==> src/hdl/surfacePkg.sv <==
/* Surfacing stage shared types */

package surfacePkg;

    // --------------------
    // Fixed-point and payload types

    // Q16.16 signed value for T, coordinates and directions
    typedef logic signed [31:0] fixedT;

    // Largest positive value, marks no hit yet
    localparam fixedT FIXED_MAX = 32'sh7FFF_FFFF;

    // RGB, 8 bits per channel, red in the top byte
    typedef logic [23:0] colorT;

    typedef logic [11:0] primIndexT;
    typedef logic [15:0] pixelT;
    typedef logic [3:0]  bounceT;

    // --------------------
    // Enumerations

    typedef enum logic [1:0] {
        stNone,
        stDiffuse,
        stReflect
    } surfaceTypeT;

    // Surfacing FSM states
    typedef enum logic [1:0] {
        sInit,
        sSurfacing,
        sDone
    } surfStateT;

    // --------------------
    // Render-state register map

    typedef logic [2:0] cfgAddrT;

    localparam cfgAddrT CFG_CLEAR_COLOR = 3'd0;
    localparam cfgAddrT CFG_LIGHT_X     = 3'd1;
    localparam cfgAddrT CFG_LIGHT_Y     = 3'd2;
    localparam cfgAddrT CFG_LIGHT_Z     = 3'd3;
    localparam cfgAddrT CFG_GROUND_PRIM = 3'd4;

endpackage

==> src/hdl/renderStateRegs.sv <==
/* Render-state registers */

`timescale 1ns/1ns

module renderStateRegs import surfacePkg::*; (
    input  logic        clk,
    input  logic        resetn,

    // Write port
    input  logic        cfgWrite,
    input  cfgAddrT     cfgAddr,
    input  logic [31:0] cfgData,

    // Render state
    output colorT       clearColor,
    output fixedT       lightDirX,
    output fixedT       lightDirY,
    output fixedT       lightDirZ,
    output primIndexT   groundPrim
);

    // --------------------
    // Register writes

    always_ff @(posedge clk or negedge resetn) begin
        if (!resetn) begin
            clearColor <= '0;
            lightDirX  <= '0;
            lightDirY  <= '0;
            lightDirZ  <= '0;
            groundPrim <= '0;
        end else if (cfgWrite) begin
            case (cfgAddr)
                CFG_CLEAR_COLOR: begin
                    // Colour of rays that hit nothing
                    clearColor <= cfgData[23:0];
                end
                CFG_LIGHT_X: begin
                    lightDirX <= cfgData;
                end
                CFG_LIGHT_Y: begin
                    lightDirY <= cfgData;
                end
                CFG_LIGHT_Z: begin
                    lightDirZ <= cfgData;
                end
                CFG_GROUND_PRIM: begin
                    // Primitive that gets the checker texture
                    groundPrim <= cfgData[11:0];
                end
                default: begin
                    // Unmapped address, write dropped
                end
            endcase
        end
    end

endmodule

==> config.mk <==
export PLATFORM = sky130hd
export DESIGN_NAME = renderStateRegs
export DESIGN_NICKNAME = d
export VERILOG_FILES = /design/src/hdl/surfacePkg.sv /design/src/hdl/renderStateRegs.sv
export SDC_FILE = /design/constraint.sdc
export NUM_CORES = 1
export LEC_CHECK = 0
export BUFFER_PORTS_ARGS = -buffer_cell sky130_fd_sc_hd__buf_4
export CORE_MARGIN = 2
export CORE_UTILIZATION = 40
export CTS_BUF_LIST = sky130_fd_sc_hd__clkbuf_8
export DETAILED_ROUTE_END_ITERATION = 7
export PLACE_DENSITY = 0.66
export SYNTH_ARGS = -nofsm -noshare
export SYNTH_HDL_FRONTEND = slang
export SYNTH_SLANG_ARGS = --single-unit
==> constraint.sdc <==
create_clock -name clk -period 2.3 [get_ports clk]
set_input_delay 0.46 -clock clk [delete_from_list [all_inputs] [get_ports clk]]
set_output_delay 0.46 -clock clk [all_outputs]
set_load 0.03 [all_outputs]
# Word level (Yosys, flattened, before mapping)
# Index checks and enable logic that the tools add are counted.
[classes]
eq_ne = 4
reduce_logical = 6
[ops]
columns = ["op", "count"]
rows = [
  ["$reduce_and A2 Y1", 5],
  ["$eq A3 B2 Y1 const B", 2],
  ["$eq A3 B1 Y1 const B", 1],
  ["$eq A3 B3 Y1 const B", 1],
  ["$logic_not A3 Y1", 1],
]
[totals]
ff_bits = 132
input_bits = 38
output_inout_bits = 132
word_cells = 15

# Depth between registers and ports, before layout
[depth]
ltp_word = 2
depth_mapped = 4
depth_no_buf = 2

# Worst setup path before layout
# OpenSTA, ideal clock, no wires.
[synth_path]
kind = "in2reg"
start = "input cfgAddr[0]"
end = "register clearColor[0]"
setup_time_ps = 125
t_arrival_ps = 1402
t_required_ps = 2175
setup_slack_ps = 774
stages = 3
n_path_buf = 1
path_cell_list = "nor4b_4 buf_6 mux2_2"
[synth_between]
elab_chain_cells = 2
[synth_lines]
columns = ["item", "line_no", "source"]
rows = [
  ["from (decl)", "renderStateRegs.sv:11", "input cfgAddrT cfgAddr,"],
  ["$logic_not A3 Y1", "renderStateRegs.sv:33", "case (cfgAddr)"],
  ["$reduce_and A2 Y1 (no line)", "--", ""],
  ["to (signal assigned)", "renderStateRegs.sv:36", "clearColor <= cfgData[23:0];"],
  ["to (decl)", "renderStateRegs.sv:15", "output colorT clearColor,"],
]
# No other way between the ends.
# A chain may end at the register's enable or synchronous reset.

# Worst setup path in the final report
[layout_path]
start = "register lightDirZ[10]"
end = "output lightDirZ[10]"
[layout_lines]
columns = ["item", "line_no", "source"]
rows = [
  ["from (decl)", "renderStateRegs.sv:18", "output fixedT lightDirZ,"],
  ["from (signal assigned)", "renderStateRegs.sv:45", "lightDirZ <= cfgData;"],
]
# No word-level cell between the ends.

==> summary.md <==
| Metric | Value |
|---|---|
| Mapped Avg Cell Area | `17.6 sq um` |
| Antenna Violating Nets Remaining | `0` |
| Mapped Area | `around 0.0050 sq mm` |
| Global-route wire length before repair | `roughly 17 mm` |
| Initial antenna violation count | `0` |
| Crit-path max FO | `2` |
| Post-Syn Nets | `321` |
| Largest net degree at the start of global routing | `53` |
| Max Cap Violations | `0` |
| Ys Warns | `0` |
| Setup-failing EPs final | `0` |
| Detailed Route WL | `11.1 mm` |
| Critical path endpoint category | `output pin` |
| Worst path bufs/invs | `1` |
| Clk slew on worst S/H paths | `~0.07 ns` |
| Die W | `116 um` |
| Global placement routability congestion | `0.710` |
| CTS max path bufs | `2` |
| #FFs+latches synth | `132` |
| Clk_lat worst skew | `between 0.4 and 0.5 ns` |
| Seq/Total Area, Yosys | `0.664` |
| FILL cells | `between 900 and 1000` |
| Post-synthesis cell count | `283` |
| # rows | `40` |
| WL met2 | `about 5.2 mm` |
| Max Transition Viols Final | `0` |
| Estimated wirelength of the detail-placed design | `7.63 mm` |
| PortBufs | `between 150 and 200` |
| Htree depth | `4` |
| Cell area power density | `1070 mW/mm^2` |
| Post-DR vias/cell | `approximately 4.7` |
| CP required | `around 1.8 ns` |
| Type of origin of the critical path | `register` |
| DR WL met3 | `929 um` |
| GRT Util Overall | `0.174` |
| Nets | `504` |
| Sequential Area | `0.00330 sq mm` |
| Critical path cell sequence | `buf_4` |
| Clk sinks | `between 100 and 150` |
| Max layer used | `met4` |
| Inserted Clock Buffers | `17` |
| Final routed DRC violation total | `0` |
| Die Y | `116 um` |
| WL met1 | `4.75 mm` |
| RSZ-0062 raised after global routing | `false` |
| Setup TNS | `0 ns` |
| Fmax | `approximately 0.68 GHz` |
| Pre-antenna DRT Iters | `4` |
| ANT cells | `0` |
| Critical path class | `register to output pin` |
| Peak supply drop | `0.000501 V` |
| Io pins | `170` |
| DR iter-0 viols | `150` |
| Synth top area cells | `dfrtp_1 66%, mux2_2 28%, mux2_1 2.0%` |
| Tmin final | `1.48 ns` |
| Core Area | `0.0121 sq mm` |
| Vias | `3068` |
| Initial Util | `0.412` |
| Slew margin rel. | `0.728` |
| Area grow syn2layout | `36.9%` |
| Outcome | `completed` |
| Library cells used by synthesis | `9` |
| Period utilization | `0.642` |
| Grt total ovfl | `0` |
| Hold Path Class | `input pin to register` |
| Die area | `0.0133 sq mm` |
| Final hold violation count | `0` |
| CTS tree | `yes` |
| Fin util | `0.565` |
| CP max stage delay | `roughly 0.40 ns` |
| Leading area contributor after synthesis | `dfrtp_1` |
| Clock root buffer | `clkbuf_8` |
| Multi-input logic area | `0.00158 sq mm` |
| Top-area cell type share of the netlist area | `0.664` |
| Layout cells sized above 1 | `0.687` |
| WL/cell | `17.2 um` |
| Static Leakage | `3.23 nW` |
| Slowest CP cell | `dfrtp_1` |
| Tightest Pin Transition | `0.407 ns` |
| Pwr Total | `0.00731 W` |
| Setup Skew | `0 ns` |
| Top delay family on crit path | `flip-flops` |
| Vias in the first global route | `3175` |
| Critical Path AT | `1.02 ns` |
==> stage by stage <==
stage	area [sq um]	hold WS [ns]	instances	setup slack [ns]
after floorplan	4970	0.164	283	0.774
after global placement	6470	0.409	614	0.569
after detailed placement	6470	0.421	614	0.520
after CTS	6810	0.236	647	0.793
after global routing	6810	0.239	647	0.770
final	6810	0.266	647	0.824
==> state kept, by name (all words and copies together) (netlist names) <==
register and cells:
lightDirX 32, lightDirZ 32, groundPrim 12, lightDirY 32, clearColor 24
==> Yosys cell counts <==
cell type,count
nor4bb_1,2
nor4b_4,1
and4bb_2,1
mux2_2,123
buf_2,6
buf_6,8
mux2_1,9
nand4b_1,1
dfrtp_1,132
==> area by class of cell <==
class / instances / share of cell area
repair buffers: 178 / 0.204
well taps: 168 / 0.0309
clock inverters: 12 / 0.00753
clock buffers: 20 / 0.0404
flip-flops and latches: 132 / 0.485
multi-input cells: 137 / 0.232
==> worst paths after layout <==
path	start	to	slack [ns]	depth (start not counted)
max in group asynchronous	resetn	lightDirX[30]	1.20	3
min in group asynchronous	resetn	lightDirX[6]	0.49	2
worst max register to register	lightDirY[8]	lightDirY[8]	1.50	1
worst min-delay path	cfgData[28]	lightDirZ[28]	0.27	2
worst max-delay path	lightDirZ[10]	lightDirZ[10]	0.82	1
worst min register to register	lightDirY[5]	lightDirY[5]	0.49	1
==> metal layers <==
layer / global-route usage / vias up
met5: 0 / -
met4: 0.0739 / 0
met3: 0.0748 / 19
met2: 0.263 / 115
met1: 0.220 / 1553
li1: - / 1381
==> repair_timing <==
item	in CTS	in global routing
setup buffers	0	0
resized for setup	0	0
hold buffers	1	0
hold endpoints to repair	26	0
==> logic make-up after synthesis <==
family / after synthesis / share of synthesized area
buffers and inverters: 14 / 0.0241
and+or+nand+nor: 5 / 0.0131
DFF: 132 / 0.664
muxes: 132 / 0.299
==> power by group <==
part	total [W]	switching (W)	internal, W
registers	0.00311	0.000279	0.00284
clock network	0.00160	0.000811	0.000791
logic	0.00259	0.00152	0.00107
total	0.00731	0.00261	0.00470
==> cells in the final DEF, fill, tap and decap left out <==
cell type / netlist / final
and4bb_2: 1 / 1
clkbuf_8: 0 / 20
mux2_2: 123 / 123
mux2_1: 9 / 9
dlygate4sd3_1: 0 / 1
nand4b_1: 1 / 1
nor4b_4: 1 / 1
clkinv_2: 0 / 5
nor4bb_4: 0 / 2
inv_1: 0 / 7
dfrtp_1: 132 / 132
buf_4: 0 / 173
buf_12: 0 / 4
No activity file was read; power rests on OpenSTA's default activity.
