--- src/hdl/surfacePkg.sv ---
/* Surfacing stage shared types */

package surfacePkg;

    // --------------------
    // Fixed-point and payload types

    // Q16.16 signed value for T, coordinates and directions
    typedef logic signed [31:0] fixedT;

    // Largest positive value, marks no hit yet
    localparam fixedT FIXED_MAX = 32'sh7FFF_FFFF;

    // RGB, 8 bits per channel, red in the top byte
    typedef logic [23:0] colorT;

    typedef logic [11:0] primIndexT;
    typedef logic [15:0] pixelT;
    typedef logic [3:0]  bounceT;

    // --------------------
    // Enumerations

    typedef enum logic [1:0] {
        stNone,
        stDiffuse,
        stReflect
    } surfaceTypeT;

    // Surfacing FSM states
    typedef enum logic [1:0] {
        sInit,
        sSurfacing,
        sDone
    } surfStateT;

    // --------------------
    // Render-state register map

    typedef logic [2:0] cfgAddrT;

    localparam cfgAddrT CFG_CLEAR_COLOR = 3'd0;
    localparam cfgAddrT CFG_LIGHT_X     = 3'd1;
    localparam cfgAddrT CFG_LIGHT_Y     = 3'd2;
    localparam cfgAddrT CFG_LIGHT_Z     = 3'd3;
    localparam cfgAddrT CFG_GROUND_PRIM = 3'd4;

endpackage

--- src/hdl/surfaceShade.sv ---
/* Surface record output */

`timescale 1ns/1ns

module surfaceShade import surfacePkg::*; #(
    parameter int CHECKER_BIT = 18
) (
    input  logic        clk,
    input  logic        resetn,
    input  logic        shadeLoad,

    // Best hit
    input  surfaceTypeT bestSurface,
    input  primIndexT   bestPrim,
    input  colorT       bestColor,
    input  fixedT       hitPosX,
    input  fixedT       hitPosY,
    input  fixedT       hitPosZ,

    // Render state
    input  fixedT       lightDirX,
    input  fixedT       lightDirY,
    input  fixedT       lightDirZ,
    input  primIndexT   groundPrim,

    // Ray pass-through
    input  pixelT       curPixelX,
    input  pixelT       curPixelY,
    input  bounceT      curBounce,
    input  colorT       curLastColor,

    // Output record
    output logic        valid,
    output colorT       outColor,
    output surfaceTypeT outSurface,
    output primIndexT   outPrim,
    output fixedT       outHitPosX,
    output fixedT       outHitPosY,
    output fixedT       outHitPosZ,
    output fixedT       outShadowDirX,
    output fixedT       outShadowDirY,
    output fixedT       outShadowDirZ,
    output pixelT       outPixelX,
    output pixelT       outPixelY,
    output bounceT      outBounce,
    output colorT       outLastColor
);

    logic darkSquare;

    // Alternate squares of the ground get darker
    assign darkSquare = (bestSurface != stNone) && (bestPrim == groundPrim) &&
                        (hitPosX[CHECKER_BIT] != hitPosZ[CHECKER_BIT]);

    always_ff @(posedge clk or negedge resetn) begin
        if (!resetn) begin
            valid <= 1'b0;
        end else begin
            valid <= shadeLoad;
        end
    end

    always_ff @(posedge clk) begin
        if (shadeLoad) begin
            if (darkSquare) begin
                // Each channel shifted right by one
                outColor <= {1'b0, bestColor[23:17], 1'b0, bestColor[15:9],
                             1'b0, bestColor[7:1]};
            end else begin
                outColor <= bestColor;
            end
            outSurface <= bestSurface;
            outPrim    <= bestPrim;
            // Hit position is also the shadow ray origin
            outHitPosX    <= hitPosX;
            outHitPosY    <= hitPosY;
            outHitPosZ    <= hitPosZ;
            outShadowDirX <= lightDirX;
            outShadowDirY <= lightDirY;
            outShadowDirZ <= lightDirZ;
            outPixelX     <= curPixelX;
            outPixelY     <= curPixelY;
            outBounce     <= curBounce;
            outLastColor  <= curLastColor;
        end
    end

endmodule

--- config.mk ---
export PLATFORM = sky130hd
export DESIGN_NAME = surfaceShade
export DESIGN_NICKNAME = d
export VERILOG_FILES = /design/src/hdl/surfacePkg.sv /design/src/hdl/surfaceShade.sv
export SDC_FILE = /design/constraint.sdc
export NUM_CORES = 1
export LEC_CHECK = 0
export BUFFER_PORTS_ARGS = -buffer_cell sky130_fd_sc_hd__buf_2
export CAP_MARGIN = 5
export CORE_AREA = 2 2 235 237
export CTS_CLUSTER_SIZE = 40
export DETAILED_ROUTE_END_ITERATION = 8
export DIE_AREA = 0 0 237 239
export PLACE_DENSITY = 0.48
export RECOVER_POWER = 100
export SLEW_MARGIN = 20
export SYNTH_ARGS = -nofsm -noshare
export SYNTH_HDL_FRONTEND = slang
export SYNTH_SLANG_ARGS = --single-unit
--- constraint.sdc ---
create_clock -name clk -period 0.8 [get_ports clk]
set_input_delay 0.08 -clock clk [delete_from_list [all_inputs] [get_ports clk]]
set_output_delay 0.08 -clock clk [all_outputs]
set_load 0.02 [all_outputs]
# Word level (Yosys, flattened, before mapping)
# Cells that the tools add are included.
# word_totals
reg_bits	291
in_bits	305
output_inout_bits	291
word_cells	21
# op_classes
n_eq_ne	2
mux	1
n_reduce_logical	3
# ops
cell	count
$mux 23	1
$eq 12x12->1	1
$logic_and 1x1->1	2
$reduce_bool 2->1	1
$ne 1x1->1	1

# Logic depth before layout (Yosys ltp)
# Gate-level depths: netlist of run 1.
# depth
ltp_word	4
depth_mapped	6
mapped_depth_nobuf	4

# Least setup slack after synthesis of run 1
# OpenSTA, ideal clock, no wires.
# synth_path
path_type	input port to flip-flop
startpoint	in groundPrim[1]
endpoint	reg outColor[10] (data pin)
setup_ns	0.260
arrival_time_ns	1.397
required_ns	0.540
slack_ns	-0.857
stages	6
path_buffers	2
cell_sequence	xnor2_1 -> nand4_1 -> or4_1 -> buf_6 -> buf_12 -> mux2_4
# synth_between
elab_chain_len	4
# synth_rtl
element	line	rtl
from (decl)	surfaceShade.sv:24	input primIndexT groundPrim,
$eq 12x12->1	surfaceShade.sv:52	assign darkSquare = (bestSurface != stNone) && (bestPrim == groundPrim) &&
$logic_and 1x1->1 (2 in a row)	surfaceShade.sv:52	
$mux 23	surfaceShade.sv:65	if (darkSquare) begin
to (signal assigned)	surfaceShade.sv:67	outColor <= {1'b0, bestColor[23:17], 1'b0, bestColor[15:9],
to (signal assigned)	surfaceShade.sv:70	outColor <= bestColor;
to (decl)	surfaceShade.sv:34	output colorT outColor,
# Every way passes these cells.
# A chain may end at the register's enable or synchronous reset.

# Final worst setup path of run 1
# layout_path
startpoint	in bestPrim[6]
endpoint	reg outColor[9] (data pin)
# layout_between
elab_chain_len	4
# layout_rtl
element	line	rtl
from (decl)	surfaceShade.sv:14	input primIndexT bestPrim,
$eq 12x12->1	surfaceShade.sv:52	
$logic_and 1x1->1 (2 in a row)	surfaceShade.sv:52	
$mux 23	surfaceShade.sv:65	
# Every way passes these cells.

==> key figures, run 1 <==
Outcome
  – Outcome: finished, violations left
  – Failing checks: negative setup slack

STA
  – Unrepaired setup endpoints after global routing: true
  – Worst rel slew slack: 53.2%
  – Crit share post-route: 167%
  – Slew Viols, Final: 0
  – Post-layout min period: 1.33 ns
  – Setup_tns: -118.18 ns
  – Max Clock Freq: 750 MHz
  – Final hold vios: 0
  – Transition time of the tightest slew-check pin: 0.701 ns
  – Post-route setup slack: -0.534 ns
  – Setup Viol. Count Final: 423

Pwr
  – Power density over the cells: 2130 nW/um2
  – Tot Pwr: 40.6 mW
  – P_leak: 7.89 nW
  – Max IR drop VDD: 0.00161 V

Floorplanning
  – Die X-Extent: 237 um
  – Std-Cell Core Area: 54300 um2
  – Die area: 56600 um2
  – I/O pins: 596
  – Die Y: 239 um
  – Starting Density: 17.0%
  – Row count: 86

Clock tree
  – CTS tree: done
  – CTS buffer count: 34
  – H-tree levels: 2
  – Setup bufs post-CTS: 0
  – Max clock buf depth: 3
  – Clock transition at path regs: 0.05 ns
  – Clock Sinks: 291
  – Clock Root Buffer: clkbuf_16

Yosys
  – Ys Warns: 0
  – Synthesized Nets: 641
  – Yosys top cell area share: 94.2%
  – Register bit total from synthesis: 291
  – Synthesized area: 9240 um2
  – Sequential area share after synthesis: 94.5%
  – Yosys top cell by area: edfxtp_1
  – Post-synth cell types: 12
  – Synth Instances: 336
  – Area contributors post-synth: edfxtp_1 (94%), mux2_4 (2.8%), xnor2_1 (1.1%)
  – Syn_area_per_cell: 27.5 um2

Setup path
  – Crit. End Element: flip-flop
  – Startpoint Class: primary input
  – Crit-path max FO: 12
  – CP Launch Point: bestPrim[6]
  – Critical path type: in -> reg
  – CP required: 1.07 ns
  – Worst Path Arrival: 1.61 ns

Placed design
  – Inst Count DP: 1671
  – PortBufs: 595
  – Routability cong.: 0.769
  – Final HPWL DP: 23400 um

Worst hold path
  – Worst hold path type: in -> reg
  – Hold Path Stages: 2
  – Hold Path Sink: outShadowDirZ[23]
  – HP Start: shadeLoad

Cells and area
  – Most common cell after layout, fill and taps aside: buf_2
  – Layout cells sized above 1: 51.9%
  – Fin cells: 2025
  – Synthesis-to-finish area growth: 106%
  – Final #Nets: 1602
  – Antenna cells: 0
  – Commonest non-fill, non-tap cells in the layout: buf_2 (316), dlygate4sd3_1 (292), edfxtp_1 (290)

Global route
  – Total grt overflow: 0
  – Number of global-route vias before repair: 7777
  – First-pass GRT wire length: 46500 um
  – GRT Total Usage: 11.0%
  – Largest net degree at the start of global routing: 32
  – Initial antenna violation count: 0

Detailed routing
  – Total number of vias: 7053
  – DR pass1 iterations: 4
  – Drc violations: 0
  – Overall routed net length: 33600 um
  – Initial detailed-routing violation count: 188
  – WL per Instance: 16.6 um
  – Vias/cell: 3.48
  – Routed Antenna Nets: 0

Job
  – Max-Cap Viols: 0
[cells in the mapped netlist, drive strengths merged]
cell    number
xnor2       12
or4          1
nand4        3
dfrtp        1
buf          3
and2         3
o21ai        1
mux2        21
edfxtp     290
xor2         1
[critical path, cell delays in order]
cell and delay, ns:
clkbuf_1 0.15, xnor2_1 0.15, nand4_1 0.11, or4_4 0.60, buf_12 0.19, mux2_4 0.30
[flip-flops by register name (all words and copies together) (netlist names)]
signal,count
outShadowDirZ,32
outSurface,2
outHitPosX,32
outShadowDirX,32
outPixelX,16
outPixelY,16
outPrim,12
outHitPosY,32
outColor,24
valid,1
outBounce,4
outShadowDirY,32
outHitPosZ,32
outLastColor,24
[logic make-up after synthesis]
family	synth area share, %
flops	94.5
buf+inv	0.460
compound gates	0.0541
simple gates	0.488
xor+xnor	1.23
mux	3.25
[worst max-delay path by stage]
stage                   end  slack [ns]  depth (start not counted)
2_1_floorplan  outColor[10]       -0.85                          6
3_3_place_gp    outColor[8]       -1.21                          6
3_5_place_dp    outColor[9]       -1.20                          6
4_1_cts        outColor[20]       -0.49                          6
5_1_grt         outColor[9]       -0.52                          6
6_report        outColor[9]       -0.53                          6
[routing by layer]
layer / up-vias / global-route usage, % / share of wire, %
li1: 3294 / - / -
met1: 3355 / 12.0 / 36
met2: 341 / 19.6 / 52
met3: 63 / 4.38 / 8.8
met4: 0 / 3.76 / 2.9
met5: - / 0 / 0
[per-stage QoR]
stage          cell area (um2)  hold slack (ns)  worst slack, ns  utilization, %
3_3_place_gp             13500           -0.144            -1.21            24.8
5_1_grt                  19100            0.210           -0.519            35.1
4_1_cts                  18400           0.0380           -0.486            33.9
6_report                 19100            0.195           -0.534            35.1
3_5_place_dp             13500           -0.145            -1.20            24.8
2_1_floorplan             9240           -0.216           -0.855               -
[layout make-up]
cell class | instances | area [um2]
Fill cell | 5121 | 35300
Sequential cell | 291 | 8730
Timing Repair Buffer | 928 | 7860
Clock buffer | 42 | 955
Tap cell | 704 | 881
Multi-Input combinational cell | 42 | 493
Clock inverter | 18 | 144
[power breakdown]
| part | internal, mW | total [mW] | switching (mW) |
|---|---|---|---|
| sequential | 18.2 | 18.7 | 0.556 |
| combinational | 3.60 | 6.64 | 3.04 |
| clock | 9.12 | 15.2 | 6.10 |
[what timing repair did]
item | 4_1_cts | 5_1_grt
hold endpoints to repair | 298 | 0
hold buffers | 294 | 0
gates resized for setup | 273 | 238
cloned | 1 | 0
endpoints found under the setup margin | 315 | 438
pin swaps | 1 | 0
(Power assumes the default switching activity.)
==> inputs of run 2 (changes only) <==
--- a/config.mk
+++ b/config.mk
@@ -11,8 +11,6 @@
 export CTS_CLUSTER_SIZE = 40
 export DETAILED_ROUTE_END_ITERATION = 8
 export DIE_AREA = 0 0 237 239
-export PLACE_DENSITY = 0.48
-export RECOVER_POWER = 100
 export SLEW_MARGIN = 20
 export SYNTH_ARGS = -nofsm -noshare
 export SYNTH_HDL_FRONTEND = slang
==> run 2 against run 1 <==
Effect of this change:
- the run still ends with negative setup slack left
- critical path depth is 2 higher
- core utilization is 0.39 points lower
- first-iteration DRC count is 5.9% higher
- setup slack worse by 0.10 ns
- die area stayed put
- global-route usage hardly changed
- total power is 5.3% lower
- largest cell class unchanged
==> key figures, run 2 (synthesis gave the netlist of run 1 again) <==
Setup path
  – CP cell instances: buf_6 > xnor2_2 > buf_4 > nand4_1 > buf_4 > or4_4 > buf_12 > mux2_4
  – Critical path type: in -> reg
  – CP peak stage delay: 0.55 ns
  – Worst Path Arrival: 1.74 ns
  – Critical path's slowest cell: or4_4
  – Startpoint Class: primary input
  – Crit. End Element: flip-flop
  – Delay-heaviest family, CP: simple AND/OR/NAND/NOR gates
  – CP required: 1.11 ns
  – Buf/Inv on CP: 4
  – Crit-path max FO: 12
  – Most used cell, CP: buf_4

Clock tree
  – Max clock buf depth: 3
  – Clock Root Buffer: clkbuf_16
  – CTS buffer count: 31
  – Clock Sinks: 291
  – Setup bufs post-CTS: 0
  – CTS tree: done
  – Clock transition at path regs: 0.06 ns
  – H-tree levels: 1

Pwr
  – P_leak: 7.84 nW
  – Power density over the cells: 2040 nW/um2
  – Max IR drop VDD: 0.00180 V
  – Tot Pwr: 38.4 mW

Detailed routing
  – DR pass1 iterations: 6
  – Vias/cell: 3.57
  – Initial detailed-routing violation count: 199
  – Total number of vias: 7221
  – Drc violations: 0
  – Overall routed net length: 34500 um
  – Routed Antenna Nets: 0
  – WL per Instance: 17.0 um

Floorplanning
  – I/O pins: 596
  – Die X-Extent: 237 um
  – Std-Cell Core Area: 54300 um2
  – Row count: 86
  – Starting Density: 17.0%
  – Die area: 56600 um2
  – Die Y: 239 um

Global route
  – First-pass GRT wire length: 47500 um
  – GRT busiest layer: met2
  – Met3 usage: 4.20%
  – M1 GR Usage: 11.8%
  – Initial antenna violation count: 2
  – Largest net degree at the start of global routing: 30
  – GRT Total Usage: 11.1%
  – Met2 Usage GRT: 19.9%
  – Number of global-route vias before repair: 7893
  – Total grt overflow: 0

STA
  – Slew Viols, Final: 0
  – Unrepaired setup endpoints after global routing: true
  – Post-route setup slack: -0.635 ns
  – Post-layout min period: 1.43 ns
  – Transition time of the tightest slew-check pin: 0.228 ns
  – Setup_tns: -123.03 ns
  – Setup Viol. Count Final: 315
  – Final hold vios: 0
  – Max Clock Freq: 697 MHz
  – Crit share post-route: 179%
  – Worst rel slew slack: 84.6%

Cells and area
  – Final #Nets: 1598
  – Most common cell after layout, fill and taps aside: buf_2
  – Layout cells sized above 1: 52.8%
  – Synthesis-to-finish area growth: 104%
  – Commonest non-fill, non-tap cells in the layout: buf_2 (352), dlygate4sd3_1 (294), edfxtp_1 (290)

Placed design
  – PortBufs: 595
  – Routability cong.: 0.785
  – Final HPWL DP: 23800 um

Job
  – Max-Cap Viols: 0

Outcome
  – Failing checks: negative setup slack
  – Outcome: finished, violations left

Worst hold path
  – Worst hold path type: in -> reg
[run 2: what timing repair did]
action	4_1_cts	5_1_grt
endpoints found under the setup margin	315	475
cloned	0	1
pin swaps	0	2
gates resized for setup	312	182
hold buffers	294	2
hold endpoints to repair	311	2
[run 2: layer usage]
layer / wire, um / share of wire (%)
met5: 11 / 0.032
met3: 3540 / 10
met1: 12300 / 36
met2: 17300 / 50
met4: 1290 / 3.7
[run 2: worst paths after layout]
| check | startpoint | endpoint | slack [ns] | cells past startpoint |
|---|---|---|---|---|
| min in group asynchronous | resetn | valid | 0.36 | 3 |
| setup / recovery | groundPrim[0] | outColor[9] | -0.63 | 8 |
| hold / removal | shadeLoad | outShadowDirY[15] | 0.02 | 2 |
| max in group asynchronous | resetn | valid | 0.33 | 3 |
[run 2: cell type report]
cell class                 instances  area [um2]
multi-input combinational         42         480
clock buffer                      37         798
antenna                            1        2.50
clock inverter                    20         114
timing repair buffer             927        7840
tap                              704         881
fill                            5046       35500
sequential                       291        8730
[run 2: power breakdown]
part / switching (mW) / leakage (nW) / internal, mW
sequential: 0.598 / 2.85 / 18.2
clock: 5.66 / 0.442 / 7.35
combinational: 3.08 / 4.54 / 3.58
[run 2: through the flow]
step                      hold WS [ns]  cells  utilization (%)  area [um2]  setup WS [ns]
after CTS                       0.0277   2020             33.6       18200         -0.590
final                           0.0208   2022             34.7       18800         -0.635
after detailed placement        -0.142   1669             24.7       13400          -1.29
after global placement          -0.145   1669             24.7       13400          -1.29
after floorplan                 -0.216    336                -        9240         -0.855
after global routing          -0.00169   2022             34.7       18800         -0.629
==> inputs of run 3 (changes only) <==
--- a/config.mk
+++ b/config.mk
@@ -5,12 +5,12 @@
 export SDC_FILE = /design/constraint.sdc
 export NUM_CORES = 1
 export LEC_CHECK = 0
-export BUFFER_PORTS_ARGS = -buffer_cell sky130_fd_sc_hd__buf_2
 export CAP_MARGIN = 5
 export CORE_AREA = 2 2 235 237
 export CTS_CLUSTER_SIZE = 40
 export DETAILED_ROUTE_END_ITERATION = 8
 export DIE_AREA = 0 0 237 239
+export DONT_BUFFER_PORTS = 1
 export SLEW_MARGIN = 20
 export SYNTH_ARGS = -nofsm -noshare
 export SYNTH_HDL_FRONTEND = slang
==> run 3 against run 2 <==
Effect of this change:
- the run now fails in clock tree synthesis
- synthesized cell count unchanged
- synthesized area stayed put
==> key figures, run 3 <==
Yosys
  – Sequential area share after synthesis: 94.5%
  – Register bit total from synthesis: 291
  – Most frequent cells after synthesis: edfxtp_1 (290), mux2_4 (17), xnor2_1 (12), mux2_2 (4)
  – Yosys top cell area share: 94.2%
  – Synthesized area: 9240 um2
  – Synth Instances: 336
  – Yosys top cell by area: edfxtp_1
  – Ys Warns: 0
  – Synthesized Nets: 641
  – EDFF count, synth: 290
  – Post-synth ARST share: 0.344%
  – Area contributors post-synth: edfxtp_1 (94%), mux2_4 (2.8%), xnor2_1 (1.1%)
  – Syn_area_per_cell: 27.5 um2
  – Count leader, synth: edfxtp_1
  – Synth Flop Type: edfxtp_1
  – Post-synth cell types: 12

Clock tree
  – Number of hold buffers added after CTS: 222
  – Clock Sinks: 291
  – Max clock buf depth: 3
  – Clock Root Buffer: clkbuf_16
  – # resized after CTS: 6
  – Setup bufs post-CTS: 0
  – CTS buffer count: 35
  – H-tree levels: 2

Outcome
  – Stop err: [ERROR RSZ-0060] Max buffer count reached.
  – Outcome: did not finish
  – Halt Stage: clock tree synthesis

Floorplanning
  – I/O pins: 596
  – Row count: 86
  – Die X-Extent: 237 um
  – Starting Density: 17.0%
  – Die Y: 239 um

Placed design
  – Final HPWL DP: 19200 um
  – Routability cong.: 0.824
  – PortBufs: 0
  – Inst Count DP: 1044
  – Placed cell area: 10200 um2
==> run 3: cell counts after synthesis <==
Identical to the previous run, type by type.
==> run 3: metrics by stage <==
step	utilization [%]	setup TNS, ns	hold WS (ns)	worst slack, ns
after floorplan	-	-19.40	-0.216	-0.855
after global placement	18.7	-27.00	-0.216	-1.16
after detailed placement	18.7	-26.85	-0.216	-1.16
==> run 3: kinds of logic after synthesis <==
logic type,share of synthesized area [%]
AO/OA/AOI/OAI,0.0541
XOR/XNOR,1.23
buffers and inverters,0.460
flip-flops,94.5
multiplexers,3.25
AND/OR/NAND/NOR,0.488
==> inputs of run 4 (changes only) <==
--- a/config.mk
+++ b/config.mk
@@ -6,11 +6,11 @@
 export NUM_CORES = 1
 export LEC_CHECK = 0
 export CAP_MARGIN = 5
-export CORE_AREA = 2 2 235 237
-export CTS_CLUSTER_SIZE = 40
+export CORE_AREA = 2 2 231 233
 export DETAILED_ROUTE_END_ITERATION = 8
-export DIE_AREA = 0 0 237 239
+export DIE_AREA = 0 0 233 235
 export DONT_BUFFER_PORTS = 1
+export PLACE_DENSITY_LB_ADDON = 0.15
 export SLEW_MARGIN = 20
 export SYNTH_ARGS = -nofsm -noshare
 export SYNTH_HDL_FRONTEND = slang
==> run 4 against run 3 <==
Effect of this change:
- the run again fails in clock tree synthesis
- synthesized cell count stayed put
- synthesized area unchanged
==> key figures, run 4 <==
Outcome
  – Outcome: did not finish
  – Halt Stage: clock tree synthesis
  – Stop err: [ERROR RSZ-0060] Max buffer count reached.

Clock tree
  – Clock Root Buffer: clkbuf_16
  – Clock Sinks: 291
  – # resized after CTS: 7
  – CTS buffer count: 34
  – H-tree levels: 2
  – Setup bufs post-CTS: 0
  – Max clock buf depth: 3
  – Number of hold buffers added after CTS: 217

Yosys
  – Xor-xnor portion of the synthesized cell area: 1.23%
  – Area contributors post-synth: edfxtp_1 (94%), mux2_4 (2.8%), xnor2_1 (1.1%)
  – Synthesized Nets: 641
  – Ys Warns: 0
  – Yosys top cell by area: edfxtp_1
  – Syn_area_per_cell: 27.5 um2
  – Synth Area in Adders: 0%
  – Synthesized area: 9240 um2
  – Synth Area in Compound Gates: 0.0542%
  – Synth Instances: 336
  – Post-synth cell types: 12
  – Post-synth ARST share: 0.344%
  – Synth Area in Simple Gates: 0.487%
  – Mux contribution to synthesized area: 3.25%
  – Register bit total from synthesis: 291
  – Yosys top cell area share: 94.2%
  – Synth Flop Type: edfxtp_1
  – EDFF count, synth: 290
  – Count leader, synth: edfxtp_1
  – Most frequent cells after synthesis: edfxtp_1 (290), mux2_4 (17), xnor2_1 (12), mux2_2 (4)
  – Sequential area share after synthesis: 94.5%
  – Largest family of logic cells by synthesized area: multiplexers

Placed design
  – PortBufs: 0
  – Routability cong.: 0.764
  – Inst Count DP: 1022
  – Pre-CTS setup slack: -0.984 ns

Floorplanning
  – I/O pins: 596
  – Starting Density: 17.7%
  – Die X-Extent: 233 um
  – Row count: 84
  – Die Y: 235 um
==> run 4: cell counts after synthesis <==
Identical to the previous run, type by type.
==> run 4: kinds of logic after synthesis <==
logic type                count (synthesis)
buffers and inverters                     3
AOI/OAI and AO/OA                         1
xor gates and xnor gates                 13
muxes                                    21
DFF                                     291
and+or+nand+nor                           7
==> run 4: through the flow <==
stage | instance area, um2 | hold WS [ns]
floorplan | 9240 | -0.216
global placement | 10100 | -0.216
detailed placement | 10100 | -0.216
