==> config.mk <==
export PLATFORM = sky130hd
export DESIGN_NAME = surfaceControl
export DESIGN_NICKNAME = d
export VERILOG_FILES = /design/src/hdl/surfacePkg.sv /design/src/hdl/surfaceControl.sv
export SDC_FILE = /design/constraint.sdc
export NUM_CORES = 1
export LEC_CHECK = 0
export ABC_AREA = 1
export BUFFER_PORTS_ARGS = -buffer_cell sky130_fd_sc_hd__buf_4
export CAP_MARGIN = 5
export CORE_AREA = 10 10 194 196
export CTS_CLUSTER_SIZE = 25
export DETAILED_ROUTE_END_ITERATION = 7
export DIE_AREA = 0 0 204 206
export HOLD_SLACK_MARGIN = 0.06
export PLACE_DENSITY = 0.69
export SLEW_MARGIN = 20
export SYNTH_ARGS = -nofsm -noshare
export SYNTH_HDL_FRONTEND = slang
export SYNTH_SLANG_ARGS = --single-unit
==> constraint.sdc <==
create_clock -name clk -period 7.39 [get_ports clk]
set_input_delay 0.739 -clock clk [delete_from_list [all_inputs] [get_ports clk]]
set_output_delay 0.739 -clock clk [all_outputs]
set_load 0.02 [all_outputs]
==> src/hdl/surfacePkg.sv <==
/* Surfacing stage shared types */

package surfacePkg;

    // --------------------
    // Fixed-point and payload types

    // Q16.16 signed value for T, coordinates and directions
    typedef logic signed [31:0] fixedT;

    // Largest positive value, marks no hit yet
    localparam fixedT FIXED_MAX = 32'sh7FFF_FFFF;

    // RGB, 8 bits per channel, red in the top byte
    typedef logic [23:0] colorT;

    typedef logic [11:0] primIndexT;
    typedef logic [15:0] pixelT;
    typedef logic [3:0]  bounceT;

    // --------------------
    // Enumerations

    typedef enum logic [1:0] {
        stNone,
        stDiffuse,
        stReflect
    } surfaceTypeT;

    // Surfacing FSM states
    typedef enum logic [1:0] {
        sInit,
        sSurfacing,
        sDone
    } surfStateT;

    // --------------------
    // Render-state register map

    typedef logic [2:0] cfgAddrT;

    localparam cfgAddrT CFG_CLEAR_COLOR = 3'd0;
    localparam cfgAddrT CFG_LIGHT_X     = 3'd1;
    localparam cfgAddrT CFG_LIGHT_Y     = 3'd2;
    localparam cfgAddrT CFG_LIGHT_Z     = 3'd3;
    localparam cfgAddrT CFG_GROUND_PRIM = 3'd4;

endpackage

==> src/hdl/surfaceControl.sv <==
/* Ray buffer and surfacing FSM */

`timescale 1ns/1ns

module surfaceControl import surfacePkg::*; (
    input  logic   clk,
    input  logic   resetn,

    // Ray input
    input  logic   addInput,
    input  fixedT  rayOrigX,
    input  fixedT  rayOrigY,
    input  fixedT  rayOrigZ,
    input  fixedT  rayDirX,
    input  fixedT  rayDirY,
    input  fixedT  rayDirZ,
    input  pixelT  pixelX,
    input  pixelT  pixelY,
    input  bounceT bounceLevel,
    input  colorT  lastColor,

    input  logic   candDone,
    input  logic   outputFull,

    output logic   fifoFull,
    output logic   rayStart,
    output logic   trackerClear,
    output logic   shadeLoad,

    // Ray being surfaced
    output fixedT  curOrigX,
    output fixedT  curOrigY,
    output fixedT  curOrigZ,
    output fixedT  curDirX,
    output fixedT  curDirY,
    output fixedT  curDirZ,
    output pixelT  curPixelX,
    output pixelT  curPixelY,
    output bounceT curBounce,
    output colorT  curLastColor
);

    surfStateT state;
    logic      acceptRay;
    logic      takeRay;

    // Buffered ray waiting for the FSM
    fixedT  slotOrigX, slotOrigY, slotOrigZ;
    fixedT  slotDirX, slotDirY, slotDirZ;
    pixelT  slotPixelX, slotPixelY;
    bounceT slotBounce;
    colorT  slotLastColor;

    assign acceptRay    = addInput && !fifoFull;
    assign takeRay      = (state == sInit) && fifoFull;
    // Tracker is cleared on the same edge the ray moves in
    assign trackerClear = takeRay;
    // Output record loads at the edge that leaves sDone
    assign shadeLoad    = (state == sDone) && !outputFull;

    // --------------------
    // FSM and slot flag

    always_ff @(posedge clk or negedge resetn) begin
        if (!resetn) begin
            state    <= sInit;
            fifoFull <= 1'b0;
            rayStart <= 1'b0;
        end else begin
            rayStart <= 1'b0;
            if (acceptRay) begin
                fifoFull <= 1'b1;
            end
            case (state)
                sInit: begin
                    if (fifoFull) begin
                        state    <= sSurfacing;
                        rayStart <= 1'b1;
                        fifoFull <= 1'b0;
                    end
                end
                sSurfacing: begin
                    if (candDone) begin
                        state <= sDone;
                    end
                end
                sDone: begin
                    // Hold here while downstream is full
                    if (!outputFull) begin
                        state <= sInit;
                    end
                end
                default: begin
                    state <= sInit;
                end
            endcase
        end
    end

    // --------------------
    // Ray payload

    always_ff @(posedge clk) begin
        if (acceptRay) begin
            slotOrigX     <= rayOrigX;
            slotOrigY     <= rayOrigY;
            slotOrigZ     <= rayOrigZ;
            slotDirX      <= rayDirX;
            slotDirY      <= rayDirY;
            slotDirZ      <= rayDirZ;
            slotPixelX    <= pixelX;
            slotPixelY    <= pixelY;
            slotBounce    <= bounceLevel;
            slotLastColor <= lastColor;
        end
        if (takeRay) begin
            curOrigX     <= slotOrigX;
            curOrigY     <= slotOrigY;
            curOrigZ     <= slotOrigZ;
            curDirX      <= slotDirX;
            curDirY      <= slotDirY;
            curDirZ      <= slotDirZ;
            curPixelX    <= slotPixelX;
            curPixelY    <= slotPixelY;
            curBounce    <= slotBounce;
            curLastColor <= slotLastColor;
        end
    end

endmodule

# Yosys cells after proc, flatten, opt, wreduce, memory -nomap -nowiden
# Index checks and enable logic that the tools add are counted.
# word_totals
word_cells,44
ff_bits,508
input_bits,257
# classes
muxes,9
eq_ne,5
reduce_logical,7
# op_table
op,count
two-way mux 2 bit,3
inequality test 2 bit (second input constant),3
one-hot mux 2 bit (3 select lines),1
two-way mux 1 bit,5
logical AND 1 bit,3
AND reduction 3 bit,1
== test 2 x 1 -> 1 bit (second input constant),1
== test 2 bit (second input constant),1
zero test 1 bit,2
zero test 2 bit,1

# Logic depth before layout (Yosys ltp)
# Gate-level depths: netlist of the first run.
# logic_depth
ltp_word,5
mapped_depth,3
depth_no_buf,3

# Worst setup path after synthesis of the first run
# OpenSTA, ideal clock, no wires.
# synth_timing
path_type,reg2out
start,reg fifoFull
end,out trackerClear
n_path_buf,0
slack_ps,1061
t_required_ps,6651
stages_incl_launch_ff,3
arrival_ps,5590
path_cell_list,dfrtp_1 -> nand3_1 -> inv_1
# synth_between
elab_chain_len,1
# synth_lines
element,line_no,text
"start, declared",surfaceControl.sv:25,"output logic fifoFull,"
"start signal, assigned",surfaceControl.sv:67,fifoFull <= 1'b0;
"start signal, assigned",surfaceControl.sv:72,fifoFull <= 1'b1;
"start signal, assigned",surfaceControl.sv:79,fifoFull <= 1'b0;
logical AND 1 bit,surfaceControl.sv:55,assign takeRay = (state == sInit) && fifoFull;
"end, declared",surfaceControl.sv:27,"output logic trackerClear,"
# No other way between the ends.

# Worst setup path in the final report of the first run
# layout_timing
start,reg state[1]
end,out trackerClear
# layout_between
elab_chain_len,2
# layout_lines
element,line_no,text
"start, declared",surfaceControl.sv:43,surfStateT state;
"start signal, assigned",surfaceControl.sv:66,state <= sInit;
"start signal, assigned",surfaceControl.sv:77,state <= sSurfacing;
"start signal, assigned",surfaceControl.sv:84,state <= sDone;
zero test 2 bit,surfaceControl.sv:55,
logical AND 1 bit,surfaceControl.sv:55,
# No other way between the ends.

==> results.ini, run 1 <==
[outcome]
status = finished clean

[detailed_routing]
via_count = 7088
wl_per_cell_um = 23.0
vias_per_cell = 4.47
postRouteAntennaNets = 0
firstDrtPassIters = 6
drtIter0Drc = 386
routed_wl_um = 36400
route.detailed.drc = 0

[yosys]
ys_seq_area_frac = 0.996
synth_cell_types = 9
synth_area_um2 = 15300
ys_ff_latch = 508
synth_top_area_share = 0.989
synth_ff_type = edfxtp_1
syn-mean-instance-area_um2 = 29.3
syn_inst = 523
ys_top_cells_by_area = edfxtp_1, dfrtp_1, nand3_1, nand2_1, inv_1
synth.net_count = 780
synth.most_common_cell = edfxtp_1
yosys.area.top_type = edfxtp_1
yosys-top-cells-count = edfxtp_1, dfrtp_1, nand2_1, inv_1, nand3_1
synth_edf_count = 504
synthArstFlopShare = 0.00787
synth-warning-count = 0

[critical_path]
cp_cell_sequence = inv_2 > nand3_1 > inv_8 > buf_12 > buf_4
critPathTopFamily = buffers and inverters
crit_fanout = 137
r2r_cells = 4
cpPeakStageDelay_ns = 0.63
reg2reg_from = fifoFull
rrSetupSlack_ns = 4.77
worstSetupStartpointType = register
required_ns = 6.65
path_buf_inv = 4
cp-end-kind = output pin
critPathKind = register to output pin
path_depth = 5
cp-endpoint = trackerClear
crit_start = state[1]
crit_slowest_cell = inv_8
arrival_ns = 2.97
r2r-end = slotDirZ[5]

[global_route]
grt_pass1_wl_um = 50100
grt_start_max_net_pins = 138
grt_util_all_layers = 0.165
antenna_found_initial = 5
overflow = 0
grt_pass1_vias = 7570

[sta]
slew_violations = 0
fin_tns_setup_ns = 0
worstMarginPinSlew_ns = 0.999
finalSetupViolations = 0
fmax_mhz = 270
setup_ws_ns = 3.68
finClkSkew_ns = 0.0163
rsz0062_at_grt = false
relSlewSlack = 0.334
hold-worst-slack_ns = 0.362
finalCritPeriodShare = 0.502
hold_viol_final = 0
period_minus_slack_ns = 3.71

[layout]
drive_above_1_share = 0.523
fin_nets = 1347
postLayoutCellArea_um2 = 21400
final_util = 0.629
area_growth_pct = 39.5

[place]
portBuffers = 512
place_congestion = 0.793
pre_cts_slack_ns = 4.33
placed_area_um2 = 19800
dp_hpwl_um = 26600

[power]
p_per_area_nw_per_um2 = 410
p_leak_nw = 8.09
ir_drop_mv = 0.574

[floorplanning]
std_cell_rows = 68
core_um2 = 33900
floorplan.initialDensity = 0.451
dieArea_um2 = 42000
chipWidth_um = 204
ios = 513
fp.dieH_um = 206

[worst_hold_path]
hold_path_class = input pin to register
hold_path_depth = 1

[cts]
clk_latency_ns = 0.55
clock-sinks = 508
cts_tree = done
h-tree-depth = 2
postCtsSetupRepairBufs = 0
cts_buffers = 49
cts-root-buf = clkbuf_16
cts_buffer_depth = 3
cts.clk_slew.worst_paths_ns = 0.06

[flow_run]
cap_violations = 0

[state kept, by name (all words and copies together), names as in the netlist, 24 cells and up]
signal and cells:
slotDirX 32, curDirZ 32, slotDirY 32, slotDirZ 32, curDirY 32, curLastColor 24, slotOrigZ 32, curDirX 32
curOrigZ 32, curOrigX 32, slotOrigY 32, slotLastColor 24, slotOrigX 32, curOrigY 32
[final cells by class]
class                           instances  area [µm²]
Multi-Input combinational cell         10        47.5
Antenna cell                            3        7.51
Timing Repair Buffer                  516        3890
Sequential cell                       508       15200
Clock inverter                         27         282
Inverter                                5        33.8
Fill cell                            2300       12600
Tap cell                              455         569
Clock buffer                           60        1290
[power breakdown]
group	leakage [nW]	total, mW	internal, mW	switching [mW]
registers	4.79	4.39	4.19	0.202
logic	2.53	1.94	0.637	1.30
clock network	0.773	2.42	1.44	0.982
total	8.09	8.75	6.27	2.49
[layer usage]
metal / up-vias / share of wire / GRT usage
met3: 59 / 0.11 / 0.0765
li1: 3270 / - / -
met4: 4 / 0.027 / 0.0635
met1: 3426 / 0.33 / 0.167
met5: - / 0.00074 / 0
met2: 329 / 0.53 / 0.292
[kinds of logic after synthesis]
group / count (synthesis) / share of synthesized area
compound gates: 1 / 0.000327
buf+inv: 5 / 0.00123
flops: 508 / 0.996
simple gates: 9 / 0.00278
[worst min path at each step]
stage | start | endpoint | slack [ns]
CTS | rayOrigZ[22] | slotOrigZ[22] | 0.33
detailed placement | slotDirX[0] | curDirX[0] | 0.40
finish | rayOrigZ[8] | slotOrigZ[8] | 0.36
global route | rayDirX[26] | slotDirX[26] | 0.33
floorplan | slotBounce[0] | curBounce[0] | 0.40
global placement | slotDirX[27] | curDirX[27] | 0.40
[placed cells by master, fill, tap and decap left out, types with 3 or more instances in the layout]
| cell | count |
|---|---|
| nand3_1 | 3 |
| clkinv_2 | 11 |
| dfrtp_1 | 4 |
| clkbuf_1 | 9 |
| diode_2 | 3 |
| clkinv_1 | 8 |
| edfxtp_1 | 504 |
| clkbuf_16 | 49 |
| nand2_1 | 4 |
| buf_4 | 514 |
| bufinv_16 | 6 |
[stage by stage]
stage,std cells,total power [mW]
final,1584,8.75
after global routing,1582,9.12
after detailed placement,1493,6.44
after global placement,1493,6.40
after floorplan,523,5.53
after CTS,1581,8.88
[timing repair]
action	CTS	global route
endpoints found under the setup margin	0	0
hold buffers	1	0
resized for setup	0	0
hold endpoints to repair	4	0
No activity file was read; power rests on OpenSTA's default activity.
==> inputs of run 2 (changes only) <==
Settings changed: ABC_AREA 1 to 0, CORE_AREA 10 10 194 196 to default, CORE_MARGIN from default to 10, CORE_UTILIZATION from default to 45, DIE_AREA 0 0 204 206 to default, PLACE_DENSITY 0.69 to 0.71.
Clock period 7.39 ns to 3.3 ns, I/O delays scaled along.
==> results.ini, run 2 <==
[sta]
fin_tns_setup_ns = 0  ; unchanged
fmax_mhz = 403
hold-worst-slack_ns = 0.112  ; -0.249 ns
relSlewSlack = 0.414  ; +0.0799
finalCritPeriodShare = 0.752
finClkSkew_ns = 0.0171  ; +0.000794 ns
setup_ws_ns = 0.819  ; -2.86 ns
slew_violations = 0  ; unchanged
worstMarginPinSlew_ns = 0.879  ; -0.120 ns
finalSetupViolations = 0  ; unchanged
hold_viol_final = 0  ; unchanged
rsz0062_at_grt = false
period_minus_slack_ns = 2.48

[cts]
cts_resized = 0  ; unchanged
cts_buffer_depth = 3  ; unchanged
clock-sinks = 508  ; unchanged
cts-root-buf = clkbuf_16
clk_latency_ns = 0.55  ; about the same
h-tree-depth = 2  ; unchanged
cts_tree = done
cts_buffers = 50  ; +2.0%
cts.clk_slew.worst_paths_ns = 0.06  ; about the same

[global_route]
grt_pass1_wl_um = 60700  ; +21%
grt_start_max_net_pins = 146  ; +5.8%
overflow = 0  ; unchanged
grt_pass1_vias = 9326  ; +23%
grt_util_all_layers = 0.196  ; +0.0312
antenna_found_initial = 3  ; -2

[floorplanning]
ios = 513  ; unchanged
floorplan.initialDensity = 0.456  ; +0.00543
core_um2 = 33500  ; -1.2%
std_cell_rows = 67  ; -1.5%
chipWidth_um = 204  ; +0.18%
dieArea_um2 = 41800  ; -0.62%
fp.dieH_um = 204  ; -0.79%

[yosys]
synth-warning-count = 0  ; unchanged
synth_area_um2 = 15300  ; about the same
ys_ff_latch = 508  ; unchanged
syn_inst = 518  ; -0.96%
yosys-top-cells-count = edfxtp_1, dfrtp_1, nor2_1
synth_cell_types = 10  ; +1
synth_top_area_share = 0.989  ; about the same
synth_edf_count = 504  ; unchanged
ys_top_cells_by_area = edfxtp_1, dfrtp_1, nor3b_2, nor2_1, a211oi_1
ys_seq_area_frac = 0.996  ; about the same
synth.net_count = 775  ; -0.64%
yosys.area.top_type = edfxtp_1
synth_ff_type = edfxtp_1
synthArstFlopShare = 0.00787  ; unchanged
synth.most_common_cell = edfxtp_1
syn-mean-instance-area_um2 = 29.5  ; +0.93%

[power]
p_sw_mw = 5.98  ; +140%
switching_share = 0.295  ; +0.0110
p_leak_nw = 9.11  ; +13%
clockPowerShare = 0.263  ; -0.014
ir_drop_mv = 0.913  ; +59%
p_per_area_nw_per_um2 = 846  ; +110%
power_frac_seq = 0.494  ; -0.007
power.internal_mw = 14.3  ; +130%
p_comb_frac = 0.242  ; +0.020

[layout]
layout_common_cells = buf_4, edfxtp_1, dlygate4sd3_1
drive_above_1_share = 0.425  ; -0.0982
final_util = 0.713  ; +0.0844
multi_input_area_um2 = 75.1  ; +58%
final_common_cell = buf_4
seqCellArea_um2 = 15200  ; about the same
fin_nets = 1600  ; +19%
n_fill_cell = 1923  ; -16%
area_growth_pct = 56.4

[critical_path]
cp-end-kind = output pin
critPathKind = register to output pin
required_ns = 2.97  ; -3.68 ns
crit_fanout = 110  ; -20%
crit_slowest_cell = buf_12
cp_cell_sequence = nor3b_4 > buf_12 > buf_4
arrival_ns = 2.15  ; -0.82 ns
cpPeakStageDelay_ns = 0.46  ; -0.17 ns
worstSetupStartpointType = register

[detailed_routing]
postRouteAntennaNets = 0  ; unchanged
vias_per_cell = 4.53  ; +1.3%
route.detailed.drc = 0  ; unchanged
drtIter0Drc = 544  ; +41%
via_count = 8314  ; +17%
wl_per_cell_um = 23.0  ; about the same
routed_wl_um = 42100  ; +16%
firstDrtPassIters = 6  ; unchanged

[worst_hold_path]
hold_path_class = input pin to async pin

[place]
portBuffers = 512  ; unchanged
place_congestion = 0.773  ; -2.5%
dp_hpwl_um = 26400  ; -0.76%
pre_cts_slack_ns = 1.39  ; -2.94 ns

[outcome]
status = finished clean

[flow_run]
cap_violations = 0  ; unchanged

-- run 2: timing repair --
item                      4_1_cts  5_1_grt
buffers inserted                0        0
hold endpoints to repair      259        0
hold buffers                  256        0
-- run 2: final cells by class --
| class | instances | share of cell area |
|---|---|---|
| Clock buffer | 65 | 0.0573 |
| Sequential cell | 508 | 0.637 |
| Clock inverter | 28 | 0.00748 |
| Multi-Input combinational cell | 10 | 0.00314 |
| Antenna cell | 2 | 0.000209 |
| Tap cell | 448 | 0.0234 |
| Timing Repair Buffer | 773 | 0.271 |
-- run 2: path summary, 6_finish.rpt --
check                               from           end  slack, ns  depth (start not counted)
setup / recovery                state[1]  trackerClear       0.82                          3
hold / removal                    resetn      state[1]       0.11                          2
setup reg to reg                state[1]   curOrigX[6]       1.38                          2
hold reg to reg            slotOrigY[14]  curOrigY[14]       0.41                          0
max in group asynchronous         resetn      fifoFull       3.07                          2
min in group clk           slotOrigY[14]  curOrigY[14]       0.41                          0
-- run 2: logic make-up after synthesis --
group	after synthesis	synth area share
AOI/OAI and AO/OA	2	0.000818
DFF	508	0.996
and+or+nand+nor	8	0.00319
-- run 2: power groups by stage --
stage / Combinational (mW) / Sequential [mW] / Clock [mW]
global placement: 4.68 / 9.96 / 0
global route: 5.15 / 10.2 / 5.71
detailed placement: 4.70 / 10.0 / 0
floorplan: 0.558 / 10.5 / 0
CTS: 4.97 / 9.93 / 5.40
finish: 4.90 / 10.0 / 5.33
-- run 2: stage by stage --
| step | power, mW | cell area (µm²) | instances |
|---|---|---|---|
| 2_1_floorplan | 11.0 | 15300 | 518 |
| 3_3_place_gp | 14.6 | 19800 | 1483 |
| 3_5_place_dp | 14.7 | 19800 | 1483 |
| 4_1_cts | 20.3 | 23900 | 1832 |
| 5_1_grt | 21.0 | 23900 | 1833 |
| 6_report | 20.2 | 23900 | 1834 |
-- run 2: metal layers --
layer	global-route usage	part of all wire
met4	0.0661	0.026
met2	0.359	0.55
met1	0.211	0.35
met5	0	0.00031
met3	0.0599	0.080
-- run 2: critical path: cells and delay by family, from the launching register on --
kind | cells | cell delay, ns
AND/OR/NAND/NOR | 1 | 0.34
flip-flops | 1 | 0.44
buffers and inverters | 2 | 0.71
==> inputs of run 3 (changes only) <==
Settings changed: ABC_AREA 0 to 1.
Clock period 3.3 ns to 2.06 ns, I/O delays scaled along.
==> results.ini, run 3 (synthesis gave the netlist of run 1 again) <==
[power]
ir_drop_mv = 0.952  ; +4.3%
p_leak_nw = 9.29  ; +2.0%
p_per_area_nw_per_um2 = 1350  ; +59%
finalPower_mw = 32.6  ; +61%

[sta]
finalSetupViolations = 0  ; unchanged
finalCritPeriodShare = 0.923
period_minus_slack_ns = 1.90
hold_viol_final = 0  ; unchanged
fmax_mhz = 526
slew_violations = 0  ; unchanged
fin_tns_setup_ns = 0  ; unchanged
rsz0062_at_grt = false
relSlewSlack = 0.750  ; +0.336
worstMarginPinSlew_ns = 0.375  ; -0.504 ns
hold-worst-slack_ns = 0.343  ; +0.231 ns
finClkSkew_ns = 0.0146  ; -0.00251 ns

[detailed_routing]
vias_per_cell = 4.61  ; +1.6%
via_count = 8553  ; +2.9%
wl_per_cell_um = 23.5  ; +2.1%
firstDrtPassIters = 5  ; -1
drtIter0Drc = 505  ; -7.2%
postRouteAntennaNets = 0  ; unchanged
routed_wl_um = 43600  ; +3.3%
route.detailed.drc = 0  ; unchanged

[outcome]
status = finished clean

[layout]
final_common_cell = buf_4
drive_above_1_share = 0.436  ; +0.0114
area_growth_pct = 58.2
layout_common_cells = buf_4, edfxtp_1, dlygate4sd3_1
fin_nets = 1625  ; +1.6%

[floorplanning]
std_cell_rows = 67  ; unchanged
dieArea_um2 = 41800  ; about the same
chipWidth_um = 204  ; about the same
floorplan.initialDensity = 0.456  ; about the same
fp.dieH_um = 204  ; about the same
ios = 513  ; unchanged
core_um2 = 33500  ; unchanged

[place]
place_congestion = 0.774  ; +0.18%
portBuffers = 512  ; unchanged
dp_hpwl_um = 27800  ; +5.3%

[cts]
h-tree-depth = 2  ; unchanged
cts.clk_slew.worst_paths_ns = 0.07  ; about the same
clk_latency_ns = 0.57  ; +0.02 ns
clock-sinks = 508  ; unchanged
cts-root-buf = clkbuf_16
cts_tree = done
cts_buffers = 48  ; -4.0%
cts_buffer_depth = 3  ; unchanged

[worst_hold_path]
hold_path_class = input pin to register
worstHoldStart = rayOrigX[6]

[critical_path]
critPathKind = register to output pin
crit_start = state[0]
reg2reg_from = state[0]
cp-end-kind = output pin
arrival_ns = 1.70  ; -0.45 ns
required_ns = 1.85  ; -1.12 ns
worstSetupStartpointType = register
crit_fanout = 18  ; -84%

[global_route]
overflow = 0  ; unchanged
antenna_found_initial = 4  ; +1
grt_pass1_vias = 9454  ; +1.4%
grt_util_all_layers = 0.204  ; +0.00805
grt_pass1_wl_um = 62700  ; +3.2%
grt_start_max_net_pins = 51  ; -65%

[flow_run]
cap_violations = 0  ; unchanged

[run 3: cell count changes in the layout (fill, tap and decap cells not counted), sizes merged, moves of 2 or more]
| cell | delta |
|---|---|
| buf | +19 |
| clkinv | -8 |
| inv | +7 |
| nand2 | +3 |
| nand3 | +3 |
| nor2 | -3 |
| clkbuf | -2 |
| clkinvlp | +2 |
| diode | +2 |
| dlygate4sd3 | +2 |
| nor3b | -2 |
[run 3: layer usage]
layer	global-route usage	up-vias	routed length [µm]
met5	0	-	0
met4	0.0571	0	920
met3	0.0694	60	3610
met2	0.368	370	23800
met1	0.225	4290	15300
li1	-	3833	-
[run 3: repair_timing]
action | in CTS | in global routing
hold buffers | 258 | 0
endpoints found under the setup margin | 0 | 1
buffers inserted | 0 | 2
hold endpoints to repair | 259 | 0
resized for setup | 0 | 1
[run 3: worst paths after layout]
path | to | slack (ns) | cells past startpoint
worst min register to register | curLastColor[10] | 0.41 | 0
max in group asynchronous | fifoFull | 1.33 | 3
worst max-delay path | trackerClear | 0.16 | 5
worst max register to register | curDirX[16] | 0.36 | 6
worst min-delay path | slotOrigX[6] | 0.34 | 2
min in group asynchronous | state[0] | 0.55 | 3
[run 3: through the flow]
stage                     cell area, µm²  setup slack (ns)  instances   util
after global routing               24200            0.0597       1856  0.722
final                              24200             0.159       1857  0.722
after detailed placement           20100             0.473       1505  0.598
after floorplan                    15300             -2.75        523      -
after CTS                          24200            0.0511       1850  0.721
after global placement             20100             0.492       1505  0.598
[run 3: area by class of cell]
type | instances | area [µm²]
diodes | 4 | 10.0
clock buffers | 62 | 1310
clock inverters | 25 | 211
fillers | 1852 | 9320
inverters | 5 | 26.3
multi-input cells | 10 | 55.1
flip-flops and latches | 508 | 15200
well taps | 448 | 561
repair buffers | 795 | 6810
[run 3: where the power goes]
group / internal [mW] / leakage [nW] / switching (mW)
logic: 3.14 / 3.76 / 4.97
registers: 15.0 / 4.79 / 0.925
clock network: 4.86 / 0.741 / 3.69
[run 3: worst max-delay path: stages, from the launching register on]
cell and delay, ns:
dfrtp_2 0.44, inv_2 0.08, nand3_2 0.10, clkinvlp_4 0.12
buf_12 0.18, buf_4 0.17
